$ cat src/logic/uart_cmd_pkg.sv
package uart_cmd_pkg;

  // ~~~~~~~~~~~~~~~~~~~~~~~~~~~~~~
  // Command word
  // ~~~~~~~~~~~~~~~~~~~~~~~~~~~~~~

  typedef enum logic {
    OP_READ  = 1'b0,
    OP_WRITE = 1'b1
  } cmd_op_e;

  typedef struct packed {
    cmd_op_e    op;
    logic [6:0] addr;
    logic [7:0] wdata;
  } cmd_wr_t;

  typedef struct packed {
    cmd_op_e    op;
    logic [6:0] addr;
    logic [7:0] pad;   // Don't care on the wire
  } cmd_rd_t;

  typedef union packed {
    cmd_wr_t wr;
    cmd_rd_t rd;
  } cmd_word_u;

  // ~~~~~~~~~~~~~~~~~~~~~~~~~~~~~~
  // Status and reply
  // ~~~~~~~~~~~~~~~~~~~~~~~~~~~~~~

  typedef struct packed {
    logic busy;
    logic done;
    logic parity_err;
    logic timeout;
  } bridge_status_t;

  typedef struct packed {
    logic       valid;
    logic       parity_ok;   // Parity and stop both good
    logic [7:0] data;
  } rx_result_t;

  // Register map
  localparam int AXI_ADDR_W = 4;

  localparam logic [AXI_ADDR_W-1:0] REG_CMD    = 4'h0;
  localparam logic [AXI_ADDR_W-1:0] REG_STATUS = 4'h4;
  localparam logic [AXI_ADDR_W-1:0] REG_RDATA  = 4'h8;

  localparam logic [1:0] RESP_OKAY   = 2'b00;
  localparam logic [1:0] RESP_SLVERR = 2'b10;

endpackage

$ cat src/logic/axil_cmd_port.sv
module axil_cmd_port import uart_cmd_pkg::*; (
  input  logic                  clk,
  input  logic                  rst_n,
  input  logic [AXI_ADDR_W-1:0] awaddr,
  input  logic                  awvalid,
  output logic                  awready,
  input  logic [31:0]           wdata,
  input  logic                  wvalid,
  output logic                  wready,
  output logic [1:0]            bresp,
  output logic                  bvalid,
  input  logic                  bready,
  input  logic [AXI_ADDR_W-1:0] araddr,
  input  logic                  arvalid,
  output logic                  arready,
  output logic [31:0]           rdata,
  output logic [1:0]            rresp,
  output logic                  rvalid,
  input  logic                  rready,
  input  bridge_status_t        status,
  input  logic [7:0]            rdata_byte,
  output logic                  cmd_start,
  output cmd_word_u             cmd_word
);

  logic        wr_go;
  logic        wr_hs;
  logic        cmd_hit;
  logic        cmd_take;
  logic        rd_go;
  logic        rd_hs;
  logic [31:0] rd_mux;

  // ~~~~~~~~~~~~~~~~~~~~~~~~~~~~~~
  // Write channel
  // ~~~~~~~~~~~~~~~~~~~~~~~~~~~~~~

  assign wr_go    = awvalid && wvalid && !awready && !bvalid;
  assign wr_hs    = awready && awvalid && wready && wvalid;
  assign cmd_hit  = (awaddr == REG_CMD);
  assign cmd_take = wr_hs && cmd_hit && !status.busy;

  always_ff @(posedge clk or negedge rst_n)
  begin
    if (!rst_n)
    begin
      awready   <= 1'b0;
      wready    <= 1'b0;
      bvalid    <= 1'b0;
      cmd_start <= 1'b0;
    end
    else
    begin
      awready   <= wr_go;   // AW and W together
      wready    <= wr_go;
      cmd_start <= cmd_take;
      if (wr_hs)
        bvalid <= 1'b1;
      else if (bready)
        bvalid <= 1'b0;
    end
  end

  always_ff @(posedge clk)
  begin
    if (wr_hs)
      bresp <= (cmd_hit && status.busy) ? RESP_SLVERR : RESP_OKAY;
    if (cmd_take)
      cmd_word <= wdata[15:0];
  end

  // ~~~~~~~~~~~~~~~~~~~~~~~~~~~~~~
  // Read channel
  // ~~~~~~~~~~~~~~~~~~~~~~~~~~~~~~

  assign rd_go = arvalid && !arready && !rvalid;
  assign rd_hs = arready && arvalid;
  assign rresp = RESP_OKAY;   // Reads never fail

  always_comb
  begin
    case (araddr)
      REG_STATUS: rd_mux = {28'h0, status};
      REG_RDATA:  rd_mux = {24'h0, rdata_byte};
      default:    rd_mux = 32'h0;
    endcase
  end

  always_ff @(posedge clk or negedge rst_n)
  begin
    if (!rst_n)
    begin
      arready <= 1'b0;
      rvalid  <= 1'b0;
    end
    else
    begin
      arready <= rd_go;
      if (rd_hs)
        rvalid <= 1'b1;
      else if (rready)
        rvalid <= 1'b0;
    end
  end

  always_ff @(posedge clk)
  begin
    if (rd_hs)
      rdata <= rd_mux;
  end

  a_bvalid_hold: assert property (@(posedge clk) disable iff (!rst_n)
    bvalid && !bready |=> bvalid && $stable(bresp));

endmodule

$ cat src/logic/uart_cmd_sequencer.sv
module uart_cmd_sequencer import uart_cmd_pkg::*; #(
  parameter int RESP_TIMEOUT = 64 * 434
) (
  input  logic           clk,
  input  logic           rst_n,
  input  logic           cmd_start,
  input  cmd_word_u      cmd_word,
  input  logic           tx_busy,
  input  rx_result_t     rx_result,
  output logic           tx_start,
  output logic [7:0]     tx_byte,
  output logic           rx_arm,
  output bridge_status_t status,
  output logic [7:0]     rdata_byte
);

  localparam int TW = $clog2(RESP_TIMEOUT + 1);

  typedef enum logic [2:0] {
    S_IDLE,
    S_SEND_LOW,
    S_SEND_HIGH,
    S_AWAIT_REPLY,
    S_FINISH
  } state_e;

  state_e        state;
  cmd_word_u     cmd_q;
  logic [TW-1:0] wait_cnt;

  // Low byte leaves straight from the port so the start bit follows cmd_start
  always_comb
  begin
    tx_start = 1'b0;
    tx_byte  = {cmd_q.rd.op, cmd_q.rd.addr};
    case (state)
      S_IDLE:
      begin
        tx_start = cmd_start;
        tx_byte  = cmd_word.wr.wdata;   // Pad byte on a read
      end
      S_SEND_LOW:
        tx_start = !tx_busy;   // One idle bit-cell gap of a single clock
      default:
        tx_start = 1'b0;
    endcase
  end

  always_ff @(posedge clk)
  begin
    if (state == S_IDLE && cmd_start)
      cmd_q <= cmd_word;
  end

  // ~~~~~~~~~~~~~~~~~~~~~~~~~~~~~~
  // Command FSM
  // ~~~~~~~~~~~~~~~~~~~~~~~~~~~~~~

  always_ff @(posedge clk or negedge rst_n)
  begin
    if (!rst_n)
    begin
      state      <= S_IDLE;
      rx_arm     <= 1'b0;
      wait_cnt   <= '0;
      status     <= '0;
      rdata_byte <= 8'h00;
    end
    else
    begin
      case (state)
        S_IDLE:
          if (cmd_start)
          begin
            state  <= S_SEND_LOW;
            status <= '{busy: 1'b1, done: 1'b0, parity_err: 1'b0, timeout: 1'b0};
          end
        S_SEND_LOW:
          if (!tx_busy)
            state <= S_SEND_HIGH;
        S_SEND_HIGH:
          if (!tx_busy)
          begin
            if (cmd_q.wr.op == OP_WRITE)
            begin
              state       <= S_FINISH;
              status.done <= 1'b1;
            end
            else
            begin
              state    <= S_AWAIT_REPLY;
              rx_arm   <= 1'b1;
              wait_cnt <= TW'(RESP_TIMEOUT - 1);
            end
          end
        S_AWAIT_REPLY:
          if (rx_result.valid)
          begin
            state             <= S_FINISH;
            rx_arm            <= 1'b0;
            status.done       <= 1'b1;
            status.parity_err <= !rx_result.parity_ok;
            rdata_byte        <= rx_result.parity_ok ? rx_result.data : 8'h00;
          end
          else if (wait_cnt == '0)
          begin
            state          <= S_FINISH;   // Remote never answered
            rx_arm         <= 1'b0;
            status.done    <= 1'b1;
            status.timeout <= 1'b1;
            rdata_byte     <= 8'h00;
          end
          else
            wait_cnt <= wait_cnt - 1'b1;
        S_FINISH:
        begin
          state       <= S_IDLE;
          status.busy <= 1'b0;
        end
        default:
          state <= S_IDLE;
      endcase
    end
  end

  a_no_tx_overlap: assert property (@(posedge clk) disable iff (!rst_n)
    tx_start |-> !tx_busy);

endmodule

$ cat src/logic/uart_tx_framer.sv
module uart_tx_framer #(
  parameter int CLKS_PER_BIT = 434
) (
  input  logic       clk,
  input  logic       rst_n,
  input  logic       tx_start,
  input  logic [7:0] tx_byte,
  output logic       tx,
  output logic       tx_busy
);

  localparam int CW = (CLKS_PER_BIT > 1) ? $clog2(CLKS_PER_BIT) : 1;

  logic [CW-1:0] baud_cnt;
  logic [3:0]    bit_idx;    // 0 is the start bit, 10 the stop bit
  logic [9:0]    frame_q;    // Stop, parity, data

  always_ff @(posedge clk)
  begin
    if (tx_start && !tx_busy)
      frame_q <= {1'b1, ~^tx_byte, tx_byte};
    else if (tx_busy && baud_cnt == CW'(CLKS_PER_BIT - 1))
      frame_q <= {1'b1, frame_q[9:1]};
  end

  always_ff @(posedge clk or negedge rst_n)
  begin
    if (!rst_n)
    begin
      tx       <= 1'b1;
      tx_busy  <= 1'b0;
      baud_cnt <= '0;
      bit_idx  <= 4'd0;
    end
    else if (!tx_busy)
    begin
      if (tx_start)
      begin
        tx       <= 1'b0;   // Start bit
        tx_busy  <= 1'b1;
        baud_cnt <= '0;
        bit_idx  <= 4'd0;
      end
    end
    else if (baud_cnt == CW'(CLKS_PER_BIT - 1))
    begin
      baud_cnt <= '0;
      if (bit_idx == 4'd10)
      begin
        tx      <= 1'b1;
        tx_busy <= 1'b0;
      end
      else
      begin
        tx      <= frame_q[0];
        bit_idx <= bit_idx + 1'b1;
      end
    end
    else
      baud_cnt <= baud_cnt + 1'b1;
  end

  a_idle_high: assert property (@(posedge clk) disable iff (!rst_n)
    !tx_busy |-> tx);

endmodule

$ cat src/logic/uart_rx_framer.sv
module uart_rx_framer import uart_cmd_pkg::*; #(
  parameter int CLKS_PER_BIT = 434
) (
  input  logic       clk,
  input  logic       rst_n,
  input  logic       rx,
  input  logic       rx_arm,
  output rx_result_t rx_result
);

  localparam int CW = (CLKS_PER_BIT > 1) ? $clog2(CLKS_PER_BIT) : 1;

  logic [2:0]    rx_sync;   // Two sync stages plus one for the edge
  logic          rx_s;
  logic          fall;
  logic          active;
  logic [CW-1:0] baud_cnt;
  logic [3:0]    bit_idx;
  logic          mid_bit;
  logic [8:0]    shift_q;   // Parity, then data LSB first

  assign rx_s    = rx_sync[1];
  assign fall    = rx_sync[2] && !rx_sync[1];
  assign mid_bit = active && (baud_cnt == CW'(CLKS_PER_BIT / 2));

  always_ff @(posedge clk or negedge rst_n)
  begin
    if (!rst_n)
      rx_sync <= 3'b111;
    else
      rx_sync <= {rx_sync[1:0], rx};
  end

  // Start bit is skipped, ten samples follow
  always_ff @(posedge clk)
  begin
    if (mid_bit && bit_idx != 4'd0)
      shift_q <= {rx_s, shift_q[8:1]};
  end

  // ~~~~~~~~~~~~~~~~~~~~~~~~~~~~~~
  // Bit timing and result
  // ~~~~~~~~~~~~~~~~~~~~~~~~~~~~~~

  always_ff @(posedge clk or negedge rst_n)
  begin
    if (!rst_n)
    begin
      active    <= 1'b0;
      baud_cnt  <= '0;
      bit_idx   <= 4'd0;
      rx_result <= '0;
    end
    else
    begin
      rx_result.valid <= 1'b0;
      if (!active)
      begin
        if (rx_arm && fall)
        begin
          active   <= 1'b1;
          baud_cnt <= '0;
          bit_idx  <= 4'd0;
        end
      end
      else
      begin
        if (mid_bit && bit_idx == 4'd10)
        begin
          active              <= 1'b0;   // Done at the stop sample
          rx_result.valid     <= 1'b1;
          rx_result.data      <= shift_q[7:0];
          rx_result.parity_ok <= (^shift_q) && rx_s;
        end
        if (baud_cnt == CW'(CLKS_PER_BIT - 1))
        begin
          baud_cnt <= '0;
          bit_idx  <= bit_idx + 1'b1;
        end
        else
          baud_cnt <= baud_cnt + 1'b1;
      end
    end
  end

  a_valid_pulse: assert property (@(posedge clk) disable iff (!rst_n)
    rx_result.valid |=> !rx_result.valid);

endmodule

$ cat src/logic/uart_cmd_bridge_top.sv
module uart_cmd_bridge_top import uart_cmd_pkg::*; #(
  parameter int CLKS_PER_BIT = 434,
  parameter int RESP_TIMEOUT = 64 * CLKS_PER_BIT
) (
  input  logic                  clk,
  input  logic                  rst_n,
  input  logic [AXI_ADDR_W-1:0] awaddr,
  input  logic                  awvalid,
  output logic                  awready,
  input  logic [31:0]           wdata,
  input  logic                  wvalid,
  output logic                  wready,
  output logic [1:0]            bresp,
  output logic                  bvalid,
  input  logic                  bready,
  input  logic [AXI_ADDR_W-1:0] araddr,
  input  logic                  arvalid,
  output logic                  arready,
  output logic [31:0]           rdata,
  output logic [1:0]            rresp,
  output logic                  rvalid,
  input  logic                  rready,
  input  logic                  rx,
  output logic                  tx
);

  bridge_status_t status;
  logic [7:0]     rdata_byte;
  logic           cmd_start;
  cmd_word_u      cmd_word;
  logic           tx_start;
  logic [7:0]     tx_byte;
  logic           tx_busy;
  logic           rx_arm;
  rx_result_t     rx_result;

  axil_cmd_port i_port (
    .clk        (clk),
    .rst_n      (rst_n),
    .awaddr     (awaddr),
    .awvalid    (awvalid),
    .awready    (awready),
    .wdata      (wdata),
    .wvalid     (wvalid),
    .wready     (wready),
    .bresp      (bresp),
    .bvalid     (bvalid),
    .bready     (bready),
    .araddr     (araddr),
    .arvalid    (arvalid),
    .arready    (arready),
    .rdata      (rdata),
    .rresp      (rresp),
    .rvalid     (rvalid),
    .rready     (rready),
    .status     (status),
    .rdata_byte (rdata_byte),
    .cmd_start  (cmd_start),
    .cmd_word   (cmd_word)
  );

  uart_cmd_sequencer #(
    .RESP_TIMEOUT (RESP_TIMEOUT)
  ) i_seq (
    .clk        (clk),
    .rst_n      (rst_n),
    .cmd_start  (cmd_start),
    .cmd_word   (cmd_word),
    .tx_busy    (tx_busy),
    .rx_result  (rx_result),
    .tx_start   (tx_start),
    .tx_byte    (tx_byte),
    .rx_arm     (rx_arm),
    .status     (status),
    .rdata_byte (rdata_byte)
  );

  uart_tx_framer #(
    .CLKS_PER_BIT (CLKS_PER_BIT)
  ) i_tx (
    .clk      (clk),
    .rst_n    (rst_n),
    .tx_start (tx_start),
    .tx_byte  (tx_byte),
    .tx       (tx),
    .tx_busy  (tx_busy)
  );

  uart_rx_framer #(
    .CLKS_PER_BIT (CLKS_PER_BIT)
  ) i_rx (
    .clk       (clk),
    .rst_n     (rst_n),
    .rx        (rx),
    .rx_arm    (rx_arm),
    .rx_result (rx_result)
  );

endmodule

$ cat config.mk
export PLATFORM = sky130hd
export DESIGN_NAME = uart_cmd_bridge_top
export DESIGN_NICKNAME = d
export VERILOG_FILES = /design/src/logic/uart_cmd_pkg.sv /design/src/logic/axil_cmd_port.sv /design/src/logic/uart_cmd_sequencer.sv /design/src/logic/uart_tx_framer.sv /design/src/logic/uart_rx_framer.sv /design/src/logic/uart_cmd_bridge_top.sv
export SDC_FILE = /design/constraint.sdc
export NUM_CORES = 1
export LEC_CHECK = 0
export ABC_AREA = 1
export BUFFER_PORTS_ARGS = -buffer_cell sky130_fd_sc_hd__buf_2
export CAP_MARGIN = 20
export CORE_UTILIZATION = 45
export DETAILED_ROUTE_END_ITERATION = 10
export PLACE_DENSITY_LB_ADDON = 0.3
export SYNTH_ARGS = -nofsm -noshare
export SYNTH_HDL_FRONTEND = slang
export SYNTH_HIERARCHICAL = 1
export SYNTH_SLANG_ARGS = --single-unit
$ cat constraint.sdc
create_clock -name clk -period 2.6 [get_ports clk]
set_input_delay 0 -clock clk [delete_from_list [all_inputs] [get_ports clk]]
set_output_delay 0 -clock clk [all_outputs]
set_load 0.05 [all_outputs]
# Word level (Yosys, flattened, before mapping)
# Cells that the tools add are included.
[totals] regBits=162 elab_cells=182 inputBits=48 out_inout_bits=42
[classes] eq_ne=24 n_reduce_logical=57 addsub=5 n_mux=66
[ops] operator="$mux 9" count=8
[ops] operator="$mux 15" count=4
[ops] operator="$mux 4" count=8
[ops] operator="$mux 8" count=4
[ops] operator="$pmux 15 s2" count=1
[ops] operator="$mux 1" count=25
[ops] operator="$logic_and 1x1->1" count=21
[ops] operator="$mux 10" count=2
[ops] operator="$add 9x1->9 const B" count=2
[ops] operator="$eq 9x9->1 const B" count=2
[ops] operator="$mux 3" count=6
[ops] operator="$ne 2x2->1 const B" count=9
[ops] operator="$reduce_bool 2->1" count=9
[ops] operator="$pmux 8 s2" count=1
[ops] operator="$logic_not 15->1" count=1
[ops] operator="$sub 15x1->15 const B" count=1
[ops] operator="$eq 4x4->1 const B" count=3
[ops] operator="$pmux 3 s4" count=1
[ops] operator="$reduce_and 4->1" count=3
[ops] operator="$reduce_and 2->1" count=5
[ops] operator="$reduce_and 5->1" count=2
[ops] operator="$eq 9x8->1 const B" count=1
[ops] operator="$reduce_xor 9->1" count=1
[ops] operator="$add 4x1->4 const B" count=2
[ops] operator="17 further kinds" count=30

# Longest topological paths before layout
# Gate-level depths: netlist of run 1.
[logic_depth] ltp_word=5 ltp_mapped=13 mapped_depth_nobuf=13

# By module
# Netlist of run 1, hierarchy kept.
[by_module_without_submodules] module="uart_cmd_sequencer" cells_per_inst=274 instances=1 seq_area_each_um2=1016.0 area_per_inst_um2=2153.3
[by_module_without_submodules] module="uart_rx_framer" cells_per_inst=194 instances=1 seq_area_each_um2=949.7 area_per_inst_um2=1745.4
[by_module_without_submodules] module="uart_tx_framer" cells_per_inst=176 instances=1 seq_area_each_um2=646.9 area_per_inst_um2=1410.1
[by_module_without_submodules] module="axil_cmd_port" cells_per_inst=104 instances=1 seq_area_each_um2=875.8 area_per_inst_um2=1296.2

# Worst setup path after synthesis of run 1
# No wires, ideal clock.
[synth_path] path_kind="register to register" from="reg i_port.wready" to="reg i_port/cmd_word[0] (netlist name) (enable)" setup_ns=0.390 arrival_time_ns=1.684 n_path_buf=0 required_time_ns=2.210 slack_ns=0.527 period_less_slack_ns=2.073 path_stages_with_launch=5 path_cell_list="dfrtp_1 -> inv_1 -> nor2_2 -> nand2_1 -> nor2_1"
[synth_via] elab_chain_cells=5
[synth_lines] element="from (decl)" line="axil_cmd_port.sv:9" text="output logic wready,"
[synth_lines] element="from (signal assigned)" line="axil_cmd_port.sv:55" text="wready <= wr_go;"
[synth_lines] element="$logic_and 1x1->1"
[synth_lines] element="$logic_and 1x1->1 (*) (2 in a row)" line="axil_cmd_port.sv:39" text="assign wr_hs = awready && awvalid && wready && wvalid;"
[synth_lines] element="via i_port.wr_hs" line="axil_cmd_port.sv:27" text="logic wr_hs;"
[synth_lines] element="$logic_and 1x1->1 (*) (2 in a row)" line="axil_cmd_port.sv:41" text="assign cmd_take = wr_hs && cmd_hit && !status.busy;"
[synth_lines] element="via i_port.cmd_take" line="axil_cmd_port.sv:29" text="logic cmd_take;"
[synth_lines] element="to (signal assigned)" line="axil_cmd_port.sv:69" text="cmd_word <= wdata[15:0];"
[synth_lines] element="to (decl)" line="axil_cmd_port.sv:23" text="output cmd_word_u cmd_word"
# The timed path passes the listed nets; every way through them passes the cells marked *.
# A chain may end at the register's enable or synchronous reset.

# Final worst setup path of run 1
[layout_path] from="reg i_seq.state[0]" to="reg i_tx.frame_q[5] (enable)"
[layout_via] elab_chain_cells=4 elab_cells_between_ends=5 cone_classes="eq/ne: 1; mux: 1; reduce/logical: 3"
[layout_lines] element="from (decl)" line="uart_cmd_sequencer.sv:27" text="state_e state;"
[layout_lines] element="from (signal assigned)" line="uart_cmd_sequencer.sv:63" text="state <= S_IDLE;"
[layout_lines] element="from (signal assigned)" line="uart_cmd_sequencer.sv:75" text="state <= S_SEND_LOW;"
[layout_lines] element="from (signal assigned)" line="uart_cmd_sequencer.sv:80" text="state <= S_SEND_HIGH;"
[layout_lines] element="$eq 3x1->1 / $logic_not 3->1 (equally long branches)" line="uart_cmd_sequencer.sv:36" text="case (state)"
[layout_lines] element="$pmux 1 s2 (*)" line="uart_cmd_sequencer.sv:36"
[layout_lines] element="via tx_start" line="uart_cmd_bridge_top.sv:31" text="logic tx_start;"
[layout_lines] element="$logic_and 1x1->1 (*)" line="uart_tx_framer.sv:20" text="if (tx_start && !tx_busy)"
[layout_lines] element="$reduce_bool 2->1 (no source line) (*)"
[layout_lines] element="to (signal assigned)" line="uart_tx_framer.sv:21" text="frame_q <= {1'b1, ~^tx_byte, tx_byte};"
[layout_lines] element="to (signal assigned)" line="uart_tx_framer.sv:23" text="frame_q <= {1'b1, frame_q[9:1]};"
[layout_lines] element="to (decl)" line="uart_tx_framer.sv:16" text="logic [9:0] frame_q;"
# Marked as above.

==> results of run 1 <==
-- synthesized netlist by cell type (2+ instances only) --
master	count
buf_6	4
inv_1	85
nand3_2	3
nand3_1	52
o21bai_1	2
xnor2_1	8
xor2_1	8
nand4_1	7
inv_2	10
dfstp_2	4
nor3_1	2
nand2_2	10
o21ai_2	16
edfxtp_1	51
o211ai_1	2
nor2_4	6
o22ai_1	15
o21ai_1	7
dfrtp_1	74
nor2_2	8
a21oi_1	6
buf_4	30
nand2_4	4
o21ai_0	22
nand2_1	235
nor2_1	52
a31oi_1	2
ha_1	10
-- stage by stage --
stage                     cells   util  instance area [sq um]  setup slack, ps
final                      1029  0.553                   7790              430
after global routing       1029  0.553                   7790              252
after CTS                  1027  0.550                   7760              418
after detailed placement    967  0.489                   6900              429
after global placement      967  0.489                   6900              489
after floorplan             774      -                   6700              527
-- state kept, by name (all words and copies together) (netlist names), 8 cells and up --
register,cells
i_rx/rx_result,10
i_port/rdata,8
i_rx/baud_cnt,9
i_port/cmd_word,16
i_tx/baud_cnt,9
i_seq/cmd_q,8
i_seq/rdata_byte,8
i_tx/frame_q,9
i_seq/wait_cnt,15
i_rx/shift_q,9
-- area by class of cell --
| cell class | count | area share |
|---|---|---|
| Timing Repair Buffer | 80 | 0.0745 |
| Inverter | 96 | 0.0464 |
| Tap cell | 180 | 0.0289 |
| Multi-Input combinational cell | 512 | 0.328 |
| Clock buffer | 22 | 0.0652 |
| Sequential cell | 129 | 0.448 |
| Clock inverter | 10 | 0.00931 |
-- worst max-delay path: stages, from the launching register on --
cell and delay, ps:
dfrtp_1 450, inv_2 100, nand3_1 110, inv_2 160, nand2_1 150, nand2_1 160
inv_2 70, nor2_4 130, inv_1 200, nand2_2 310
-- worst min-delay path by stage --
stage,start,end,slack [ps],cells after the start
final,araddr[3],i_port/rdata[1],30,4
after global routing,araddr[3],i_port/rdata[2],30,4
after CTS,araddr[3],i_port/rdata[0],10,4
after detailed placement,rx,i_rx/rx_sync[0],110,1
after global placement,rx,i_rx/rx_sync[0],110,1
after floorplan,rst_n,i_port/arready,-300,0
-- per-layer routing --
metal	global-route usage	vias up	part of all wire
li1	-	2529	-
met1	0.217	2228	0.46
met2	0.299	61	0.49
met3	0.0489	8	0.035
met4	0.0633	0	0.0079
met5	0	-	0
-- cell families (layout without fill, tap and decap cells) --
| kind of cell | Yosys count | after routing | share of synthesized area |
|---|---|---|---|
| XOR/XNOR | 16 | 16 | 0.0212 |
| flip-flops | 129 | 129 | 0.528 |
| AND/OR/NAND/NOR | 385 | 385 | 0.261 |
| other | 1 | 27 | 0.000568 |
| buffers and inverters | 133 | 208 | 0.0993 |
| adder cells (fa/ha/maj) | 10 | 10 | 0.0189 |
| AO/OA/AOI/OAI | 74 | 74 | 0.0707 |
-- power by group through the flow --
stage	logic (mW)	clock network, mW	registers [mW]
CTS	2.19	2.32	2.74
detailed placement	2.14	0	2.76
floorplan	1.76	0	2.77
finish	2.18	2.27	2.74
global route	2.53	2.41	2.79
global placement	2.10	0	2.77
-- repair_timing --
action                                 4_1_cts  5_1_grt
buffers inserted                             0        0
endpoints found under the hold margin       97        7
hold buffers                                28        1
==> flow_summary_export.csv, run 1 <==
group,metric,value,unit
critical_path,timing.rr.end,"i_tx/frame_q[5]",
finish,drive_gt1_frac,0.174,
power_and_ir_drop,clock_power_share,0.316,
grt,antenna_found_initial,0,
finish,diodes,0,
floorplanning,die-area,15200,sq um
clocking,clockBufferDepth,2,
finish,fillCellCount,1210,
detailed_routing,vias,4826,
critical_path,cp_data_arrival_time,2260,ps
hold_path,hp-class,"input pin to flip-flop",
detailed_routing,first_pass_iters,5,
power_and_ir_drop,power.total,7.18,mW
sta,post-route-min-period,2170,ps
yosys,postSynthCellCount,748,
yosys,syn-cell-area,6610,sq um
critical_path,cp-startpoint,"i_seq/state[0]",
yosys,synth.distinct_cells,41,
finish,layout_commonest_cell,"nand2_1",
yosys,ys_ff_latch,129,
finish,mostFrequentLayoutCells,"235 x nand2_1, 85 x inv_1, 74 x dfrtp_1",
floorplanning,core-area,14100,sq um
finish,seq_area,3490,sq um
clocking,root_buffer,"clkbuf_16",
power_and_ir_drop,switching_share,0.363,
power_and_ir_drop,pwr_density_cell,922,nW/um^2
critical_path,r2r_slack,430,ps
yosys,synth_top_area_cell,"dfrtp_1",
detailed_routing,drc,0,
critical_path,critPathLaunchType,"flip-flop",
clocking,cts.sink_count,129,
detailed_routing,ant_nets,0,
sta,setup_viol,0,
finish,area_growth,18.0,%
detailed_routing,first_iter_violations,221,
run,maxCapViolCount,0,
sta,tns,0,ps
grt,grt_pass1_vias,4500,
sta,clock_skew,7.38,ps
clocking,clk_latency,420,ps
critical_path,timing.rr.start,"i_seq/state[0]",
power_and_ir_drop,comb_power_share,0.303,
yosys,synthArstFlopShare,0.605,
finish,multi_input_area,2560,sq um
detailed_routing,wl_per_cell,11.9,um
sta,fin_crit_sh,0.835,
sta,max_freq,461,MHz
power_and_ir_drop,p_sw,2.61,mW
yosys,ys_seq_area_frac,0.528,
clocking,cts_made_buffers,17,
yosys,synth_edf_count,51,
floorplanning,initial_core_util,0.469,
grt,grt-ovfl-total,0,
critical_path,crit_type,"flip-flop to flip-flop",
critical_path,cp.required,2690,ps
power_and_ir_drop,vdd_drop_max,594,uV
grt,grt_max_degree,79,
yosys,synth_area_per_cell,8.83,sq um
clocking,clkTransAtPathRegs,60,ps
critical_path,end_kind,"flip-flop",
critical_path,reg2reg_depth,9,
critical_path,cp_max_fo,13,
sta,finalHoldViolCount,0,
yosys,yosysWarningCount,6,
yosys,synth_flop_cell,"dfrtp_1",
power_and_ir_drop,p_int,4.58,mW
detailed_routing,wl,12.3,mm
clocking,cts_tree,"built",
place,gp_congestion,0.805,
yosys,synth.area.top_cells,"dfrtp_1 28%, edfxtp_1 23%, nand2_1 13%",
yosys,yosys.area.top_type_share,0.280,
sta,hold_ws,27.3,ps
critical_path,cp-endpoint,"i_tx/frame_q[5]",
floorplanning,die_x,123,um
grt,grt_pass1_wl,20.5,mm
floorplanning,die_y,123,um
place,io_buffers,46,
place,hpwl,8.09,mm
floorplanning,num_rows,43,
floorplanning,ios,90,
clocking,cts-resized-gates,0,
sta,rsz0062_at_grt,"false",
power_and_ir_drop,power_frac_seq,0.381,
power_and_ir_drop,p_leak,3.68,nW
run_status,status,"complete, no violations",
grt,grt_usage,0.177,
finish,nets,894,
sta,slew_viol_final,0,
clocking,htreeDepth,4,
detailed_routing,viasPerCell,4.69,
(Power assumes the default switching activity.)
==> run 2: changes to the inputs <==
--- a/config.mk
+++ b/config.mk
@@ -5,7 +5,7 @@
 export SDC_FILE = /design/constraint.sdc
 export NUM_CORES = 1
 export LEC_CHECK = 0
-export ABC_AREA = 1
+export ABC_AREA = 0
 export BUFFER_PORTS_ARGS = -buffer_cell sky130_fd_sc_hd__buf_2
 export CAP_MARGIN = 20
 export CORE_UTILIZATION = 45
==> constraint.sdc (replaced) <==
create_clock -name clk -period 2.1 [get_ports clk]
set_input_delay 0 -clock clk [delete_from_list [all_inputs] [get_ports clk]]
set_output_delay 0 -clock clk [all_outputs]
set_load 0.05 [all_outputs]
==> run 2 against run 1 <==
Effect of this change:
- sequential cell count is the same
- clock-buffer cell count is 3 lower
- largest cell class unchanged
- clock power grew 26%
- hold slack improved by 8.6 ps
- critical path type unchanged
==> flow_summary_export.csv, run 2 <==
group,metric,value,unit
power_and_ir_drop,pwr_density_cell,1070,nW/um^2
yosys,synthArstFlopShare,0.605,
critical_path,critPathLaunchType,"flip-flop",
clocking,root_buffer,"clkbuf_16",
detailed_routing,viasPerCell,5.32,
power_and_ir_drop,vdd_drop_max,659,uV
grt,grt-ovfl-total,0,
yosys,yosysMostFrequentCell,"dfrtp_1",
detailed_routing,ant_nets,0,
critical_path,crit_type,"flip-flop to flip-flop",
sta,setup_viol,0,
sta,fin_crit_sh,0.938,
finish,mostFrequentLayoutCells,"74 x dfrtp_1, 51 x edfxtp_1, 45 x buf_2",
place,io_buffers,46,
detailed_routing,drc,0,
sta,max_freq,507,MHz
finish,largestRegisters,"i_port/cmd_word (16), i_seq/wait_cnt (15), i_rx/rx_result (10)",
run,maxCapViolCount,0,
sta,finalHoldViolCount,0,
critical_path,crit_buf_inv,1,
sta,hold_ws,35.9,ps
clocking,htreeDepth,4,
sta,tightest_slew,594,ps
floorplanning,core-area,13300,sq um
sta,clock_skew,5.92,ps
clocking,clk_latency,410,ps
critical_path,crit_chain,"nor3_4, buf_12, mux2_2, xnor2_2, xnor2_1, xnor2_1, nand2_1",
finish,diodes,0,
place,gp_congestion,0.813,
finish,stdcell_count,797,
run_status,status,"complete, no violations",
clocking,cts.sink_count,129,
yosys,synth_edf_count,51,
yosys,synth.area.top_cells,"dfrtp_1 30%, edfxtp_1 25%, buf_4 3.5%",
yosys,ys_seq_area_frac,0.564,
grt,grt_usage,0.192,
detailed_routing,wl,12.0,mm
finish,area_growth,21.8,%
floorplanning,die_y,119,um
yosys,netlist_top_cells_count,"74 x dfrtp_1, 51 x edfxtp_1, 29 x buf_4",
clocking,clkTransAtPathRegs,60,ps
sta,tns,0,ps
finish,layout_commonest_cell,"dfrtp_1",
yosys,synth_flop_cell,"dfrtp_1",
floorplanning,num_rows,42,
sta,slew_viol_final,0,
critical_path,cp_data_arrival_time,2130,ps
detailed_routing,wl_per_cell,15.1,um
critical_path,cp_max_fo,9,
place,dpl.cell_count,738,
sta,rsz0062_at_grt,"false",
detailed_routing,first_pass_iters,4,
grt,grt_pass1_wl,21.2,mm
floorplanning,die-area,14200,sq um
critical_path,critPathMaxStageDelay,400,ps
yosys,synth_area_per_cell,12.2,sq um
finish,drive_gt1_frac,0.245,
floorplanning,ios,90,
yosys,yosys.area.top_type_share,0.299,
critical_path,cp.required,2260,ps
grt,grt_pass1_vias,4436,
finish,largest_register,"i_port/cmd_word",
critical_path,end_kind,"flip-flop",
floorplanning,initial_core_util,0.464,
yosys,postSynthCellCount,508,
grt,antenna_found_initial,0,
critical_path,critPathSlowestCell,"dfrtp_1",
finish,largest_register_ff_count,16,
power_and_ir_drop,p_leak,3.21,nW
place,hpwl,8.08,mm
floorplanning,die_x,119,um
yosys,yosysWarningCount,6,
critical_path,crit_family,"XOR/XNOR gates",
yosys,synth_top_area_cell,"dfrtp_1",
critical_path,crit_top_cell,"xnor2_1",
sta,max_slew_margin,0.604,
clocking,cts_made_buffers,17,
detailed_routing,first_iter_violations,290,
yosys,syn-cell-area,6190,sq um
hold_path,hp-class,"input pin to flip-flop",
finish,fillCellCount,1120,
yosys,synth.distinct_cells,79,
clocking,post_cts.repair.setup_buffers,0,
detailed_routing,vias,4241,
finish,nets,666,
clocking,cts_tree,"built",
grt,grt_max_degree,44,
sta,post-route-min-period,1970,ps
clocking,clockBufferDepth,2,
power_and_ir_drop,power.total,8.06,mW
yosys,ys_ff_latch,129,
## run 2: through the flow
| step | util | instance area, sq um | setup slack (ps) |
|---|---|---|---|
| after floorplan | - | 6290 | 46.5 |
| after global placement | 0.499 | 6660 | 169 |
| after detailed placement | 0.499 | 6660 | 139 |
| after CTS | 0.563 | 7520 | 102 |
| after global routing | 0.565 | 7540 | 15.3 |
| final | 0.565 | 7540 | 130 |
## run 2: logic make-up after synthesis
group | count (synthesis) | share of synthesized area
AOI/OAI and AO/OA | 104 | 0.115
xor gates and xnor gates | 19 | 0.0291
adders and majority gates | 10 | 0.0202
buffers and inverters | 63 | 0.0578
DFF | 129 | 0.564
muxes | 31 | 0.0568
other | 1 | 0.000606
and+or+nand+nor | 151 | 0.157
## run 2: power by group
group / switching (mW) / total [mW] / internal [mW]
clock: 1.17 / 2.85 / 1.69
sequential: 0.373 / 3.28 / 2.91
combinational: 1.06 / 1.92 / 0.854
## run 2: area by class of cell
class | instances | area [sq um] | share of cell area
repair buffers | 95 | 693 | 0.0920
clock inverters | 13 | 113 | 0.0149
flip-flops and latches | 129 | 3490 | 0.463
clock buffers | 19 | 475 | 0.0631
inverters | 23 | 86.3 | 0.0115
well taps | 176 | 220 | 0.0292
multi-input cells | 342 | 2460 | 0.326
## run 2: path summary, 6_finish.rpt
check                                      from               to  slack, ps  cells past startpoint
worst max register to register   i_seq/state[2]  i_tx/frame_q[8]        130                      7
worst max-delay path             i_seq/state[2]  i_tx/frame_q[8]        130                      7
worst min-delay path                  araddr[1]  i_port/rdata[2]         40                      3
worst min register to register  i_rx/rx_sync[0]  i_rx/rx_sync[1]        360                      0
max in group asynchronous                 rst_n  i_rx/rx_sync[1]       1270                      3
min in group asynchronous                 rst_n    i_port/wready        150                      2
## run 2: metal layers
layer,global-route usage,share of wire,up-vias
met3,0.0575,0.031,20
met1,0.235,0.44,2092
met2,0.314,0.51,87
met4,0.0815,0.016,0
li1,-,-,2042
met5,0,0,-
## run 2: worst reg2reg max path: cells and delay by family, from the launching register on
family	cells	cell delay [ps]
xor+xnor	3	500
buf+inv	1	160
flops	1	400
simple gates	2	300
mux	1	380
## run 2: what timing repair did
item,in CTS,in global routing
endpoints found under the hold margin,65,0
hold buffers,27,0
resized for setup,0,2
endpoints found under the setup margin,0,1
==> run 3: changes to the inputs <==
--- a/config.mk
+++ b/config.mk
@@ -9,6 +9,7 @@
 export BUFFER_PORTS_ARGS = -buffer_cell sky130_fd_sc_hd__buf_2
 export CAP_MARGIN = 20
 export CORE_UTILIZATION = 45
+export CTS_BUF_LIST = sky130_fd_sc_hd__clkbuf_2
 export DETAILED_ROUTE_END_ITERATION = 10
 export PLACE_DENSITY_LB_ADDON = 0.3
 export SYNTH_ARGS = -nofsm -noshare
==> run 3 against run 2 <==
Effect of this change:
- die area stayed put
- wire length is 3.7% higher
- maximum frequency is 0.40% higher
- final cell count is 4.0% higher
- sequential share of layout area is 0.15 points higher
- clock power is 43% lower
- via count is 3.0% higher
- worst setup slack better by 7.8 ps
- largest cell class unchanged
- combinational power is 3% higher
==> flow_summary_export.csv, run 3 (synthesis gave the netlist of run 2 again) <==
group,metric,value,unit
clocking,cts_tree,"built",
sta,max_freq,510,MHz
critical_path,critPathLaunchType,"flip-flop",
grt,antenna_found_initial,1,
grt,grt_pass1_wl,21.7,mm
sta,setup_viol,0,
clocking,clk_latency,680,ps
clocking,clockBufferDepth,2,
floorplanning,die_y,119,um
sta,tns,0,ps
sta,tightest_slew,526,ps
place,io_buffers,46,
floorplanning,die-area,14200,sq um
grt,grt_max_degree,42,
floorplanning,core-area,13300,sq um
sta,max_slew_margin,0.644,
floorplanning,die_x,119,um
detailed_routing,first_iter_violations,261,
sta,slew_viol_final,0,
finish,mostFrequentLayoutCells,"74 x dfrtp_1, 56 x dlygate4sd3_1, 51 x edfxtp_1",
grt,grt-ovfl-total,0,
floorplanning,ios,90,
power_and_ir_drop,p_leak,3.20,nW
critical_path,cp_max_fo,9,
grt,grt_pass1_vias,4501,
detailed_routing,ant_nets,0,
detailed_routing,viasPerCell,5.27,
floorplanning,num_rows,42,
finish,area_growth,21.4,%
finish,largest_register,"i_port/cmd_word",
detailed_routing,first_pass_iters,4,
finish,layout_commonest_cell,"dfrtp_1",
finish,seq_area,3490,sq um
critical_path,crit_type,"flip-flop to flip-flop",
power_and_ir_drop,pwr_density_cell,913,nW/um^2
sta,post-route-min-period,1960,ps
critical_path,crit_chain,"nor3_4, buf_12, mux2_2, xnor2_1, xnor2_1, xnor2_1, nand2_1",
finish,largest_register_ff_count,16,
finish,largestRegisters,"i_port/cmd_word (16), i_seq/wait_cnt (15), i_rx/rx_result (10)",
critical_path,critPathSlowestCell,"dfrtp_1",
hold_path,hp-class,"input pin to flip-flop",
critical_path,crit_family,"XOR/XNOR gates",
place,gp_congestion,0.813,
clocking,clkTransAtPathRegs,200,ps
run,maxCapViolCount,0,
critical_path,crit_top_cell,"xnor2_1",
critical_path,cp.required,2560,ps
clocking,cts_made_buffers,17,
critical_path,end_kind,"flip-flop",
detailed_routing,vias,4367,
finish,drive_gt1_frac,0.235,
clocking,htreeDepth,4,
finish,multi_input_area,2450,sq um
critical_path,crit_buf_inv,1,
finish,fillCellCount,1136,
sta,rsz0062_at_grt,"false",
critical_path,cp_data_arrival_time,2420,ps
run_status,status,"complete, no violations",
sta,fin_crit_sh,0.935,
clocking,root_buffer,"clkbuf_2",
sta,clock_skew,25.7,ps
detailed_routing,drc,0,
critical_path,critPathMaxStageDelay,450,ps
floorplanning,initial_core_util,0.464,
detailed_routing,wl,12.5,mm
clocking,cts.sink_count,129,
grt,grt_usage,0.195,
place,hpwl,8.08,mm
detailed_routing,wl_per_cell,15.1,um
sta,finalHoldViolCount,0,
power_and_ir_drop,vdd_drop_max,641,uV
finish,nets,697,
sta,hold_ws,158,ps
run 3: routing by layer:
layer	wire length [um]	track usage	vias up
li1	-	-	2104
met5	0	0	-
met3	320	0.0455	22
met1	5450	0.242	2167
met2	6460	0.326	74
met4	251	0.0799	0
run 3: timing repair:
action | in CTS | in global routing
buffers inserted | 0 | 1
endpoints found under the hold margin | 134 | 0
gates resized for setup | 0 | 1
setup endpoints to repair | 0 | 2
hold buffers | 57 | 0
run 3: area by class of cell:
cell class / count / share of cell area
sequential: 129 / 0.464
clock buffer: 17 / 0.0113
antenna: 1 / 0.000333
clock inverter: 15 / 0.0230
multi-input combinational: 342 / 0.326
tap: 176 / 0.0293
timing repair buffer: 126 / 0.135
inverter: 23 / 0.0115
run 3: path summary, 6_finish.rpt:
path / from / end / slack (ps) / cells after the start
worst max-delay path: i_seq/state[2] / i_tx/frame_q[8] / 140 / 7
worst max register to register: i_seq/state[2] / i_tx/frame_q[8] / 140 / 7
min in group asynchronous: rst_n / i_tx/tx / 370 / 3
worst min-delay path: rready / i_port/rvalid / 160 / 4
max in group asynchronous: rst_n / i_rx/rx_sync[0] / 1460 / 4
worst min register to register: i_rx/rx_sync[0] / i_rx/rx_sync[1] / 370 / 0
run 3: stage by stage:
step	utilization	setup slack (ps)	total power [mW]	area (sq um)	instances
after floorplan	-	46.5	4.70	6290	534
final	0.563	137	6.86	7510	829
after CTS	0.562	123	6.88	7500	827
after global routing	0.563	7.55	7.30	7510	829
after detailed placement	0.499	139	5.17	6660	738
after global placement	0.499	169	5.10	6660	738
run 3: power breakdown:
part | switching (mW) | leakage [nW] | internal (mW)
combinational | 1.08 | 1.55 | 0.889
sequential | 0.372 | 1.50 | 2.90
clock | 1.03 | 0.155 | 0.587
run 3: worst min-delay path, delay by kind of cell:
kind / cells / cell delay, ps
buffers and inverters: 3 / 690
AOI/OAI and AO/OA: 1 / 100
